--- src/design/u2_ctrl_pkg.sv ---
// Control core shared definitions
package u2_ctrl_pkg;

   // Settings bus, time and readback types
   typedef logic [7:0]  set_addr_t;
   typedef logic [31:0] set_data_t;
   typedef logic [63:0] vita_time_t;
   typedef logic [3:0]  rb_addr_t;

   localparam int GPIO_WIDTH      = 32;
   localparam int PPS_SYNC_STAGES = 2;

   typedef logic [GPIO_WIDTH-1:0] gpio_t;
   typedef logic [7:0]            led_t;

   //////////////////////////////////////////////////
   // Settings register map

   localparam set_addr_t SR_MISC   = 8'd0;
   localparam set_addr_t SR_TIME64 = 8'd10;
   localparam set_addr_t SR_GPIO   = 8'd184;

   // Misc block
   localparam set_addr_t SR_CLK_CTRL = SR_MISC + 8'd0;
   localparam set_addr_t SR_SER_CTRL = SR_MISC + 8'd1;
   localparam set_addr_t SR_ADC_CTRL = SR_MISC + 8'd2;
   localparam set_addr_t SR_LED_SW   = SR_MISC + 8'd3;
   localparam set_addr_t SR_PHY_RST  = SR_MISC + 8'd4;
   localparam set_addr_t SR_LED_SRC  = SR_MISC + 8'd6;

   // Time block, a write to the low word commits the load
   localparam set_addr_t SR_TIME_HI   = SR_TIME64 + 8'd0;
   localparam set_addr_t SR_TIME_LO   = SR_TIME64 + 8'd1;
   localparam set_addr_t SR_TIME_MODE = SR_TIME64 + 8'd2;

   // GPIO ATR block
   localparam set_addr_t SR_GPIO_IDLE = SR_GPIO + 8'd0;
   localparam set_addr_t SR_GPIO_RX   = SR_GPIO + 8'd1;
   localparam set_addr_t SR_GPIO_TX   = SR_GPIO + 8'd2;
   localparam set_addr_t SR_GPIO_FDX  = SR_GPIO + 8'd3;
   localparam set_addr_t SR_GPIO_DDR  = SR_GPIO + 8'd4;

   //////////////////////////////////////////////////
   // Reset patterns and identification

   // LEDs 1 to 4 start under hardware control
   localparam led_t LED_SRC_RESET = 8'b0001_1110;

   // Major in the upper half, minor in the lower half
   localparam set_data_t COMPAT_NUM = {16'd8, 16'd3};

   //////////////////////////////////////////////////
   // Readback word indices

   localparam rb_addr_t RB_GPIO    = 4'd9;
   localparam rb_addr_t RB_TIME_HI = 4'd10;
   localparam rb_addr_t RB_TIME_LO = 4'd11;
   localparam rb_addr_t RB_COMPAT  = 4'd12;
   localparam rb_addr_t RB_STATUS  = 4'd13;
   localparam rb_addr_t RB_PPS_HI  = 4'd14;
   localparam rb_addr_t RB_PPS_LO  = 4'd15;

endpackage

--- src/design/setting_reg.sv ---
// Addressed settings register
`timescale 1ns/1ps

module setting_reg #(
   parameter type                    payload_t = logic [31:0],
   parameter u2_ctrl_pkg::set_addr_t MY_ADDR   = 8'd0,
   parameter payload_t               AT_RESET  = '0
) (
   input  logic                   dsp_clk,
   input  logic                   arst_n_i,
   input  logic                   set_stb_i,
   input  u2_ctrl_pkg::set_addr_t set_addr_i,
   input  u2_ctrl_pkg::set_data_t set_data_i,
   output payload_t               value_o
);

   // Payload width, taken from the low end of the data word
   localparam int PW = $bits(payload_t);

   logic hit;

   assign hit = set_stb_i && (set_addr_i == MY_ADDR);

   always_ff @(posedge dsp_clk or negedge arst_n_i) begin
      if (!arst_n_i) begin
         value_o <= AT_RESET;
      end else if (hit) begin
         value_o <= payload_t'(set_data_i[PW-1:0]);
      end
   end

endmodule

--- src/design/led_select.sv ---
// LED source selection
`timescale 1ns/1ps

module led_select (
   input  logic                   dsp_clk,
   input  logic                   arst_n_i,
   input  logic                   set_stb_i,
   input  u2_ctrl_pkg::set_addr_t set_addr_i,
   input  u2_ctrl_pkg::set_data_t set_data_i,
   input  logic                   rx_active_i,
   input  logic                   run_tx_i,
   input  logic                   clk_status_i,
   input  logic                   serdes_link_up_i,
   input  logic                   good_sync_i,
   output logic [7:0]             leds_o
);

   import u2_ctrl_pkg::*;

   led_t led_sw;
   led_t led_src;
   led_t led_hw;

   // Software pattern
   setting_reg #(
      .payload_t (led_t),
      .MY_ADDR   (SR_LED_SW),
      .AT_RESET  (8'h00)
   ) sr_led_sw (
      .dsp_clk    (dsp_clk),    .arst_n_i   (arst_n_i),
      .set_stb_i  (set_stb_i),  .set_addr_i (set_addr_i),
      .set_data_i (set_data_i), .value_o    (led_sw)
   );

   // Per-bit source, 1 picks hardware
   setting_reg #(
      .payload_t (led_t),
      .MY_ADDR   (SR_LED_SRC),
      .AT_RESET  (LED_SRC_RESET)
   ) sr_led_src (
      .dsp_clk    (dsp_clk),    .arst_n_i   (arst_n_i),
      .set_stb_i  (set_stb_i),  .set_addr_i (set_addr_i),
      .set_data_i (set_data_i), .value_o    (led_src)
   );

   // Hardware status, LED 1 lights only once time is synced with the link up
   assign led_hw = {3'b000, run_tx_i, rx_active_i, clk_status_i,
                    serdes_link_up_i & good_sync_i, 1'b0};

   assign leds_o = (led_src & led_hw) | (~led_src & led_sw);

endmodule

--- src/design/gpio_atr.sv ---
// GPIO automatic transmit/receive
`timescale 1ns/1ps

module gpio_atr (
   input  logic                               dsp_clk,
   input  logic                               arst_n_i,
   input  logic                               set_stb_i,
   input  u2_ctrl_pkg::set_addr_t             set_addr_i,
   input  u2_ctrl_pkg::set_data_t             set_data_i,
   input  logic                               rx_active_i,
   input  logic                               run_tx_i,
   output logic [u2_ctrl_pkg::GPIO_WIDTH-1:0] gpio_o,
   output logic [u2_ctrl_pkg::GPIO_WIDTH-1:0] gpio_oe_o
);

   import u2_ctrl_pkg::*;

   gpio_t atr_idle;
   gpio_t atr_rx;
   gpio_t atr_tx;
   gpio_t atr_fdx;

   //////////////////////////////////////////////////
   // Per-state output values

   setting_reg #(.payload_t(gpio_t), .MY_ADDR(SR_GPIO_IDLE), .AT_RESET('0)) sr_idle (
      .dsp_clk    (dsp_clk),    .arst_n_i   (arst_n_i),
      .set_stb_i  (set_stb_i),  .set_addr_i (set_addr_i),
      .set_data_i (set_data_i), .value_o    (atr_idle)
   );

   setting_reg #(.payload_t(gpio_t), .MY_ADDR(SR_GPIO_RX), .AT_RESET('0)) sr_rx (
      .dsp_clk    (dsp_clk),    .arst_n_i   (arst_n_i),
      .set_stb_i  (set_stb_i),  .set_addr_i (set_addr_i),
      .set_data_i (set_data_i), .value_o    (atr_rx)
   );

   setting_reg #(.payload_t(gpio_t), .MY_ADDR(SR_GPIO_TX), .AT_RESET('0)) sr_tx (
      .dsp_clk    (dsp_clk),    .arst_n_i   (arst_n_i),
      .set_stb_i  (set_stb_i),  .set_addr_i (set_addr_i),
      .set_data_i (set_data_i), .value_o    (atr_tx)
   );

   setting_reg #(.payload_t(gpio_t), .MY_ADDR(SR_GPIO_FDX), .AT_RESET('0)) sr_fdx (
      .dsp_clk    (dsp_clk),    .arst_n_i   (arst_n_i),
      .set_stb_i  (set_stb_i),  .set_addr_i (set_addr_i),
      .set_data_i (set_data_i), .value_o    (atr_fdx)
   );

   // Direction, 1 drives the pin
   setting_reg #(.payload_t(gpio_t), .MY_ADDR(SR_GPIO_DDR), .AT_RESET('0)) sr_ddr (
      .dsp_clk    (dsp_clk),    .arst_n_i   (arst_n_i),
      .set_stb_i  (set_stb_i),  .set_addr_i (set_addr_i),
      .set_data_i (set_data_i), .value_o    (gpio_oe_o)
   );

   //////////////////////////////////////////////////
   // State-driven output register

   always_ff @(posedge dsp_clk or negedge arst_n_i) begin
      if (!arst_n_i) begin
         gpio_o <= '0;
      end else begin
         case ({rx_active_i, run_tx_i})
            2'b00:   gpio_o <= atr_idle;
            2'b01:   gpio_o <= atr_tx;
            2'b10:   gpio_o <= atr_rx;
            default: gpio_o <= atr_fdx;
         endcase
      end
   end

endmodule

--- src/design/vita_time.sv ---
// VITA time counter with PPS sync
`timescale 1ns/1ps

module vita_time (
   input  logic                    dsp_clk,
   input  logic                    arst_n_i,
   input  logic                    set_stb_i,
   input  u2_ctrl_pkg::set_addr_t  set_addr_i,
   input  u2_ctrl_pkg::set_data_t  set_data_i,
   input  logic                    pps_i,
   output u2_ctrl_pkg::vita_time_t vita_time_o,
   output u2_ctrl_pkg::vita_time_t vita_time_pps_o,
   output logic                    good_sync_o
);

   import u2_ctrl_pkg::*;

   set_data_t  time_hi;
   logic       load_now;
   set_data_t  pending_lo;
   logic       commit_stb;
   logic       imm_load;
   logic       pps_load;
   logic       armed;
   logic [PPS_SYNC_STAGES:0] pps_sh;
   logic       pps_edge;
   vita_time_t time_next;

   //////////////////////////////////////////////////
   // Load registers

   setting_reg #(.payload_t(set_data_t), .MY_ADDR(SR_TIME_HI), .AT_RESET('0)) sr_time_hi (
      .dsp_clk    (dsp_clk),    .arst_n_i   (arst_n_i),
      .set_stb_i  (set_stb_i),  .set_addr_i (set_addr_i),
      .set_data_i (set_data_i), .value_o    (time_hi)
   );

   // Bit 0 set loads on commit, clear waits for PPS
   setting_reg #(.payload_t(logic), .MY_ADDR(SR_TIME_MODE), .AT_RESET(1'b0)) sr_time_mode (
      .dsp_clk    (dsp_clk),    .arst_n_i   (arst_n_i),
      .set_stb_i  (set_stb_i),  .set_addr_i (set_addr_i),
      .set_data_i (set_data_i), .value_o    (load_now)
   );

   assign commit_stb = set_stb_i && (set_addr_i == SR_TIME_LO);
   assign imm_load   = commit_stb && load_now;
   assign pps_load   = armed && pps_edge;

   // Low word held for an armed load
   always_ff @(posedge dsp_clk) begin
      if (commit_stb) begin
         pending_lo <= set_data_i;
      end
   end

   always_ff @(posedge dsp_clk or negedge arst_n_i) begin
      if (!arst_n_i) begin
         armed <= 1'b0;
      end else if (commit_stb) begin
         armed <= !load_now;
      end else if (pps_load) begin
         armed <= 1'b0;
      end
   end

   //////////////////////////////////////////////////
   // PPS synchronizer and rising edge

   // Top bit is one cycle behind the synchronizer output
   always_ff @(posedge dsp_clk or negedge arst_n_i) begin
      if (!arst_n_i) begin
         pps_sh <= '0;
      end else begin
         pps_sh <= {pps_sh[PPS_SYNC_STAGES-1:0], pps_i};
      end
   end

   assign pps_edge = pps_sh[PPS_SYNC_STAGES-1] & ~pps_sh[PPS_SYNC_STAGES];

   //////////////////////////////////////////////////
   // Counter, PPS latch and sync flag

   always_comb begin
      if (imm_load) begin
         time_next = {time_hi, set_data_i};
      end else if (pps_load) begin
         time_next = {time_hi, pending_lo};
      end else begin
         time_next = vita_time_o + 64'd1;
      end
   end

   always_ff @(posedge dsp_clk or negedge arst_n_i) begin
      if (!arst_n_i) begin
         vita_time_o     <= '0;
         vita_time_pps_o <= '0;
         good_sync_o     <= 1'b0;
      end else begin
         vita_time_o <= time_next;
         // Latch the time this edge starts
         if (pps_edge) begin
            vita_time_pps_o <= time_next;
         end
         if (pps_load) begin
            good_sync_o <= 1'b1;
         end
      end
   end

endmodule

--- src/design/status_readback.sv ---
// Status readback mux
`timescale 1ns/1ps

module status_readback (
   input  logic                               dsp_clk,
   input  logic                               arst_n_i,
   input  u2_ctrl_pkg::rb_addr_t              rb_addr_i,
   input  logic [u2_ctrl_pkg::GPIO_WIDTH-1:0] gpio_i,
   input  u2_ctrl_pkg::vita_time_t            vita_time_i,
   input  u2_ctrl_pkg::vita_time_t            vita_time_pps_i,
   input  logic                               clk_status_i,
   input  logic                               serdes_link_up_i,
   output logic [31:0]                        rb_data_o
);

   import u2_ctrl_pkg::*;

   set_data_t rb_word;
   set_data_t status_word;

   // Clock status at bit 11, link up at bit 10
   assign status_word = {20'd0, clk_status_i, serdes_link_up_i, 10'd0};

   always_comb begin
      case (rb_addr_i)
         RB_GPIO:    rb_word = gpio_i;
         RB_TIME_HI: rb_word = vita_time_i[63:32];
         RB_TIME_LO: rb_word = vita_time_i[31:0];
         RB_COMPAT:  rb_word = COMPAT_NUM;
         RB_STATUS:  rb_word = status_word;
         RB_PPS_HI:  rb_word = vita_time_pps_i[63:32];
         RB_PPS_LO:  rb_word = vita_time_pps_i[31:0];
         // Words 0 to 8 belong to dropped blocks
         default:    rb_word = '0;
      endcase
   end

   // One cycle from address to data, a new address every cycle
   always_ff @(posedge dsp_clk or negedge arst_n_i) begin
      if (!arst_n_i) begin
         rb_data_o <= '0;
      end else begin
         rb_data_o <= rb_word;
      end
   end

endmodule

--- src/design/u2_ctrl_core.sv ---
// DSP clock control core
`timescale 1ns/1ps

module u2_ctrl_core (
   input  logic                               dsp_clk,
   input  logic                               arst_n_i,
   // Settings bus
   input  logic                               set_stb_i,
   input  u2_ctrl_pkg::set_addr_t             set_addr_i,
   input  u2_ctrl_pkg::set_data_t             set_data_i,
   // Run flags and status
   input  logic                               run_rx0_i,
   input  logic                               run_rx1_i,
   input  logic                               run_tx_i,
   input  logic                               pps_i,
   input  logic                               clk_status_i,
   input  logic                               serdes_link_up_i,
   input  logic [u2_ctrl_pkg::GPIO_WIDTH-1:0] gpio_i,
   input  u2_ctrl_pkg::rb_addr_t              rb_addr_i,
   // Clock generator
   output logic                               clock_ready_o,
   output logic [1:0]                         clk_en_o,
   output logic [1:0]                         clk_sel_o,
   // SERDES control
   output logic                               ser_enable_o,
   output logic                               ser_prbsen_o,
   output logic                               ser_loopen_o,
   output logic                               ser_rx_en_o,
   // ADC control
   output logic                               adc_oe_a_o,
   output logic                               adc_on_a_o,
   output logic                               adc_oe_b_o,
   output logic                               adc_on_b_o,
   output logic                               phy_resetn_o,
   output logic [7:0]                         leds_o,
   output logic [u2_ctrl_pkg::GPIO_WIDTH-1:0] gpio_o,
   output logic [u2_ctrl_pkg::GPIO_WIDTH-1:0] gpio_oe_o,
   output logic [31:0]                        rb_data_o
);

   import u2_ctrl_pkg::*;

   led_t       clock_ctrl;
   led_t       serdes_ctrl;
   led_t       adc_ctrl;
   logic       phy_reset;
   logic       rx_active;
   vita_time_t vita_time;
   vita_time_t vita_time_pps;
   logic       good_sync;

   //////////////////////////////////////////////////
   // Misc control registers

   setting_reg #(.payload_t(led_t), .MY_ADDR(SR_CLK_CTRL), .AT_RESET(8'h00)) sr_clk (
      .dsp_clk (dsp_clk), .arst_n_i (arst_n_i), .set_stb_i (set_stb_i),
      .set_addr_i (set_addr_i), .set_data_i (set_data_i), .value_o (clock_ctrl)
   );

   setting_reg #(.payload_t(led_t), .MY_ADDR(SR_SER_CTRL), .AT_RESET(8'h00)) sr_ser (
      .dsp_clk (dsp_clk), .arst_n_i (arst_n_i), .set_stb_i (set_stb_i),
      .set_addr_i (set_addr_i), .set_data_i (set_data_i), .value_o (serdes_ctrl)
   );

   setting_reg #(.payload_t(led_t), .MY_ADDR(SR_ADC_CTRL), .AT_RESET(8'h00)) sr_adc (
      .dsp_clk (dsp_clk), .arst_n_i (arst_n_i), .set_stb_i (set_stb_i),
      .set_addr_i (set_addr_i), .set_data_i (set_data_i), .value_o (adc_ctrl)
   );

   setting_reg #(.payload_t(logic), .MY_ADDR(SR_PHY_RST), .AT_RESET(1'b0)) sr_phy (
      .dsp_clk (dsp_clk), .arst_n_i (arst_n_i), .set_stb_i (set_stb_i),
      .set_addr_i (set_addr_i), .set_data_i (set_data_i), .value_o (phy_reset)
   );

   assign {clock_ready_o, clk_en_o, clk_sel_o} = clock_ctrl[4:0];
   assign {ser_enable_o, ser_prbsen_o, ser_loopen_o, ser_rx_en_o} = serdes_ctrl[3:0];
   assign {adc_oe_a_o, adc_on_a_o, adc_oe_b_o, adc_on_b_o} = adc_ctrl[3:0];
   assign phy_resetn_o = ~phy_reset;

   // Either receive chain running
   always_ff @(posedge dsp_clk or negedge arst_n_i) begin
      if (!arst_n_i) begin
         rx_active <= 1'b0;
      end else begin
         rx_active <= run_rx0_i | run_rx1_i;
      end
   end

   //////////////////////////////////////////////////
   // Status, GPIO and time blocks

   led_select led_select0 (
      .dsp_clk (dsp_clk), .arst_n_i (arst_n_i), .set_stb_i (set_stb_i),
      .set_addr_i (set_addr_i), .set_data_i (set_data_i),
      .rx_active_i (rx_active), .run_tx_i (run_tx_i), .clk_status_i (clk_status_i),
      .serdes_link_up_i (serdes_link_up_i), .good_sync_i (good_sync), .leds_o (leds_o)
   );

   gpio_atr gpio_atr0 (
      .dsp_clk (dsp_clk), .arst_n_i (arst_n_i), .set_stb_i (set_stb_i),
      .set_addr_i (set_addr_i), .set_data_i (set_data_i),
      .rx_active_i (rx_active), .run_tx_i (run_tx_i),
      .gpio_o (gpio_o), .gpio_oe_o (gpio_oe_o)
   );

   vita_time vita_time0 (
      .dsp_clk (dsp_clk), .arst_n_i (arst_n_i), .set_stb_i (set_stb_i),
      .set_addr_i (set_addr_i), .set_data_i (set_data_i), .pps_i (pps_i),
      .vita_time_o (vita_time), .vita_time_pps_o (vita_time_pps), .good_sync_o (good_sync)
   );

   status_readback status_readback0 (
      .dsp_clk (dsp_clk), .arst_n_i (arst_n_i), .rb_addr_i (rb_addr_i), .gpio_i (gpio_i),
      .vita_time_i (vita_time), .vita_time_pps_i (vita_time_pps),
      .clk_status_i (clk_status_i), .serdes_link_up_i (serdes_link_up_i),
      .rb_data_o (rb_data_o)
   );

endmodule

--- config.mk ---
export PLATFORM = sky130hd
export DESIGN_NAME = u2_ctrl_core
export DESIGN_NICKNAME = d
export VERILOG_FILES = /design/src/design/u2_ctrl_pkg.sv /design/src/design/setting_reg.sv /design/src/design/led_select.sv /design/src/design/gpio_atr.sv /design/src/design/vita_time.sv /design/src/design/status_readback.sv /design/src/design/u2_ctrl_core.sv
export SDC_FILE = /design/constraint.sdc
export NUM_CORES = 1
export LEC_CHECK = 0
export BUFFER_PORTS_ARGS = -buffer_cell sky130_fd_sc_hd__buf_2
export CORE_ASPECT_RATIO = 0.6
export CORE_MARGIN = 4
export CORE_UTILIZATION = 45
export DETAILED_ROUTE_END_ITERATION = 16
export PLACE_DENSITY = 0.7
export SETUP_SLACK_MARGIN = 0.05
export SYNTH_ARGS = -nofsm -noshare
export SYNTH_HDL_FRONTEND = slang
export SYNTH_SLANG_ARGS = --single-unit
--- constraint.sdc ---
create_clock -name dsp_clk -period 3.82 [get_ports dsp_clk]
set_clock_uncertainty 0.2 [all_clocks]
set_input_delay 0.764 -clock dsp_clk [delete_from_list [all_inputs] [get_ports dsp_clk]]
set_output_delay 0.764 -clock dsp_clk [all_outputs]
set_load 0.005 [all_outputs]
==> metrics.txt <==
# TYPE chip_impl_metric gauge
chip_impl_metric{name="place.detailed.hpwl",unit="µm"} 39000
chip_impl_info{name="critical_path.startpoint",value="vita_time0.vita_time_o[21]"} 1
chip_impl_metric{name="hold_violation_total_from_the_final_report",unit=""} 7
chip_impl_metric{name="power_leakage",unit="nW"} 10.7
chip_impl_metric{name="floorplan.initialDensity",unit=""} 0.455
chip_impl_metric{name="clk-insertion-delay-late",unit="ps"} 560
chip_impl_metric{name="part_of_the_total_power_dissipated_in_combinational_logic",unit=""} 0.121
chip_impl_metric{name="place.detailed.instances",unit=""} 2311
chip_impl_info{name="crit_reg_reg_endpoint",value="vita_time0.vita_time_pps_o[56]"} 1
chip_impl_metric{name="die_h",unit="µm"} 170
chip_impl_metric{name="io_pins",unit=""} 203
chip_impl_info{name="crit_type",value="flop to flop"} 1
chip_impl_info{name="synth.largest_area_cell",value="sky130_fd_sc_hd__dfrtp_1"} 1
chip_impl_metric{name="finalSetupViolCount",unit=""} 0
chip_impl_metric{name="drt-vias-per-instance",unit=""} 5.91
chip_impl_metric{name="area_growth",unit="%"} 16.6
chip_impl_metric{name="setup.reg_to_reg.worst_slack",unit="ps"} 750
chip_impl_metric{name="rr_worst_depth",unit=""} 7
chip_impl_metric{name="timing.max_cap.violations",unit=""} 0
chip_impl_metric{name="p_switching",unit="W"} 0.00316
chip_impl_metric{name="max_clock_freq",unit="GHz"} 0.326
chip_impl_info{name="synth_most_common_cell",value="sky130_fd_sc_hd__dfrtp_1"} 1
chip_impl_metric{name="ys.warnings.count",unit=""} 0
chip_impl_metric{name="power_density_over_the_cells",unit="nW/µm²"} 504
chip_impl_metric{name="critical_path_arrival",unit="ps"} 3370
chip_impl_info{name="hold_path.class",value="input pin to asynchronous set/reset pin"} 1
chip_impl_metric{name="port-buffer-count",unit=""} 202
chip_impl_metric{name="power_frac_seq",unit=""} 0.503
chip_impl_info{name="cp-endpoint",value="vita_time0.vita_time_pps_o[56]"} 1
chip_impl_metric{name="cts.clk_slew.worst_paths",unit="ps"} 70
chip_impl_metric{name="instances_no_fill",unit=""} 2393
chip_impl_metric{name="cts_hold_repair.buffers",unit=""} 0
chip_impl_info{name="synth.top_cells.by_area",value="sky130_fd_sc_hd__dfrtp_1 (53%), sky130_fd_sc_hd__mux2_2 (14%), sky130_fd_sc_hd__edfxtp_1 (4.9%), sky130_fd_sc_hd__mux4_2 (3.7%), sky130_fd_sc_hd__nand2_1 (2.9%)"} 1
chip_impl_metric{name="post-route-min-period",unit="ps"} 3070
chip_impl_metric{name="yosysUniqueCellTypes",unit=""} 56
chip_impl_metric{name="grt_start_max_net_pins",unit=""} 95
chip_impl_metric{name="dieWidth",unit="µm"} 278
chip_impl_info{name="synth.top_cells.by_count",value="sky130_fd_sc_hd__dfrtp_1 (417), sky130_fd_sc_hd__mux2_2 (241), sky130_fd_sc_hd__nand2_1 (150)"} 1
chip_impl_metric{name="placed_cell_area",unit="µm²"} 21500
chip_impl_metric{name="post_synthesis_net_count",unit=""} 1671
chip_impl_info{name="tritoncts",value="built"} 1
chip_impl_info{name="violations",value="hold timing"} 1
chip_impl_metric{name="slew_headroom",unit=""} 0.227
chip_impl_metric{name="antenna_cells_inserted",unit=""} 0
chip_impl_metric{name="syn_area",unit="µm²"} 19700
chip_impl_metric{name="cell_internal_pwr",unit="W"} 0.00840
chip_impl_metric{name="rows",unit=""} 59
chip_impl_info{name="setup_repair_after_global_routing_missed_its_margin",value="false"} 1
chip_impl_metric{name="clock_tree.buffer_depth",unit=""} 3
chip_impl_metric{name="count_of_mapped_cells_out_of_synthesis",unit=""} 1585
chip_impl_metric{name="routabilityCongestion",unit=""} 0.965
chip_impl_metric{name="worst_ir_drop_vdd",unit="µV"} 323
chip_impl_metric{name="route.final.wire_length",unit="µm"} 56800
chip_impl_metric{name="crit_required",unit="ps"} 4130
chip_impl_metric{name="yosys.area.top_type_share",unit=""} 0.531
chip_impl_metric{name="timing.setup.tns",unit="ps"} 0
chip_impl_info{name="worstSetupEndpointType",value="flop"} 1
chip_impl_metric{name="fin_nets",unit=""} 1864
chip_impl_metric{name="grt_first_pass_wirelength",unit="µm"} 87000
chip_impl_metric{name="tritoncts_num_sinks",unit=""} 453
chip_impl_metric{name="fillers",unit=""} 3736
chip_impl_metric{name="cts_inserted_buffers",unit=""} 44
chip_impl_metric{name="remaining_drc_errors",unit=""} 0
chip_impl_metric{name="grt_overflow",unit=""} 0
chip_impl_metric{name="groute.usage.overall",unit=""} 0.238
chip_impl_metric{name="antenna_violating_nets_post_route",unit=""} 0
chip_impl_metric{name="worst_pin_slew",unit="ps"} 1160
chip_impl_metric{name="postLayoutCellArea",unit="µm²"} 22900
chip_impl_metric{name="first_global_vias",unit=""} 14321
chip_impl_metric{name="detailedRoute.firstPassIterationCount",unit=""} 7
chip_impl_metric{name="layout-drive-gt1-share",unit=""} 0.342
chip_impl_metric{name="number_of_antenna_violations_at_the_first_check_in_global_routing",unit=""} 5
chip_impl_metric{name="seq_area_frac_synth",unit=""} 0.585
chip_impl_info{name="outcome",value="complete, but fails checks"} 1
chip_impl_metric{name="swShare",unit=""} 0.273
chip_impl_metric{name="routedWlPerCell",unit="µm"} 23.7
chip_impl_info{name="timing.rr.start",value="vita_time0.vita_time_o[21]"} 1
chip_impl_metric{name="placeableCoreArea",unit="µm²"} 43300
chip_impl_metric{name="proportion_of_register_bits_with_asynchronous_set_or_reset_after_synthesis",unit=""} 0.929
chip_impl_info{name="synth-main-ff-cell",value="sky130_fd_sc_hd__dfrtp_1"} 1
chip_impl_metric{name="slew_violations",unit=""} 0
chip_impl_metric{name="drt_iter0_drc",unit=""} 1301
chip_impl_metric{name="post-cts-setup-buffer-count",unit=""} 0
chip_impl_metric{name="num_vias",unit=""} 14153
chip_impl_metric{name="final.period_utilization",unit=""} 0.803
chip_impl_info{name="setup.worst_path.start_class",value="flop"} 1
chip_impl_metric{name="holdWs",unit="ps"} -35.4
chip_impl_metric{name="post_cts_resized",unit=""} 0
chip_impl_metric{name="critical_path_peak_fanout",unit=""} 16
chip_impl_info{name="clock_tree.root_cell",value="sky130_fd_sc_hd__clkbuf_16"} 1
chip_impl_metric{name="synth.ff_latch_count",unit=""} 453
chip_impl_metric{name="power_frac_clock",unit=""} 0.375
chip_impl_metric{name="synth_edf_count",unit=""} 32
chip_impl_metric{name="syn_area_per_cell",unit="µm²"} 12.4
chip_impl_metric{name="cts-htree-levels",unit=""} 2
chip_impl_metric{name="die_area",unit="µm²"} 47200
==> metrics by stage <==
stage	worst slack (ps)	power, W	util	hold slack [ps]
floorplan	123	0.00659	-	131
global placement	409	0.00722	0.497	144
detailed placement	348	0.00728	0.497	143
CTS	821	0.0116	0.530	0.826
global route	609	0.0120	0.530	21.0
finish	753	0.0116	0.530	-35.4
==> registers in the layout, indices dropped and copies added (netlist names), 3 cells and up <==
| signal | count |
|---|---|
| vita_time0.vita_time_o | 64 |
| vita_time0.vita_time_pps_o | 64 |
| gpio_atr0.gpio_o | 32 |
| gpio_atr0.sr_ddr.value_o | 32 |
| gpio_atr0.sr_fdx.value_o | 32 |
| gpio_atr0.sr_idle.value_o | 32 |
| gpio_atr0.sr_rx.value_o | 32 |
| gpio_atr0.sr_tx.value_o | 32 |
| status_readback0.rb_data_o | 32 |
| vita_time0.pending_lo | 32 |
| vita_time0.sr_time_hi.value_o | 32 |
| led_select0.sr_led_src.value_o | 8 |
| led_select0.sr_led_sw.value_o | 8 |
| sr_clk.value_o | 5 |
| sr_adc.value_o | 4 |
| sr_ser.value_o | 4 |
| vita_time0.pps_sh | 3 |
==> worst max-delay path: stages (launching register included) <==
cell and delay, ps:
sky130_fd_sc_hd__dfrtp_1 460, sky130_fd_sc_hd__and4_1 360, sky130_fd_sc_hd__nand4_1 320, sky130_fd_sc_hd__or4_1 590, sky130_fd_sc_hd__buf_4 240, sky130_fd_sc_hd__or4_1 420, sky130_fd_sc_hd__a31oi_1 230, sky130_fd_sc_hd__mux2_2 180
==> worst min-delay path by stage <==
stage / cells after the start / slack [ps] / from / end
global placement: 0 / 140 / vita_time0.pps_sh[0] / vita_time0.pps_sh[1]
CTS: 1 / 0.8 / arst_n_i / vita_time0.sr_time_hi.value_o[26]
global route: 1 / 20 / arst_n_i / vita_time0.sr_time_hi.value_o[26]
floorplan: 0 / 130 / vita_time0.pps_sh[0] / vita_time0.pps_sh[1]
detailed placement: 0 / 140 / vita_time0.pps_sh[0] / vita_time0.pps_sh[1]
finish: 1 / -40 / arst_n_i / vita_time0.sr_time_hi.value_o[26]
==> cell type report <==
class / instances / area, µm² / share of cell area
timing repair buffer: 247 / 1430 / 0.0625
inverter: 9 / 33.8 / 0.00147
tap: 579 / 724 / 0.0316
sequential: 453 / 11500 / 0.502
clock buffer: 66 / 1260 / 0.0552
clock inverter: 16 / 149 / 0.00649
multi-input combinational: 1023 / 7830 / 0.341
==> power by group through the flow <==
| stage | logic, W | clock network [W] | registers, W |
|---|---|---|---|
| 3_5_place_dp | 0.00140 | 0 | 0.00588 |
| 2_1_floorplan | 0.000879 | 0 | 0.00571 |
| 6_report | 0.00140 | 0.00434 | 0.00582 |
| 5_1_grt | 0.00156 | 0.00463 | 0.00586 |
| 4_1_cts | 0.00140 | 0.00442 | 0.00580 |
| 3_3_place_gp | 0.00135 | 0 | 0.00587 |
==> placed cells by master, fill, tap and decap left out, drive strengths merged, types with 5 or more instances in the layout <==
master  instances
o221ai         10
inv            14
nand2         150
a21o           10
or3             5
and4           11
nor3           23
nor4           16
buf           247
clkbuf         66
o21ai          48
mux4           32
xor2           17
a41oi           5
and3           15
xnor2          26
a31o            5
nor3b           5
o21a            6
nand4          29
edfxtp         32
nand3          72
a22oi          62
nor2           97
a21oi          22
nand2b          5
clkinv          8
o31ai          25
dfrtp         417
mux2i           8
and2            6
nor2b          12
or4             8
a31oi          14
or2             6
nand3b          7
mux2          241
==> metal layers <==
metal	routed length [µm]	global-route usage	vias up
met5	41	0	-
met4	1550	0.0652	6
met3	4730	0.0507	108
met2	25500	0.366	595
met1	24900	0.346	7252
li1	-	-	6192
==> logic make-up (layout without fill, tap and decap cells) <==
logic type | count (synthesis) | in the layout | share of synthesized area
muxes | 281 | 281 | 0.179
xor gates and xnor gates | 43 | 43 | 0.0192
DFF | 453 | 453 | 0.585
buffers and inverters | 109 | 338 | 0.0209
adders and majority gates | 1 | 1 | 0.000636
AOI/OAI and AO/OA | 227 | 227 | 0.0788
and+or+nand+nor | 471 | 471 | 0.117
Power figures use the tool's default switching activity.
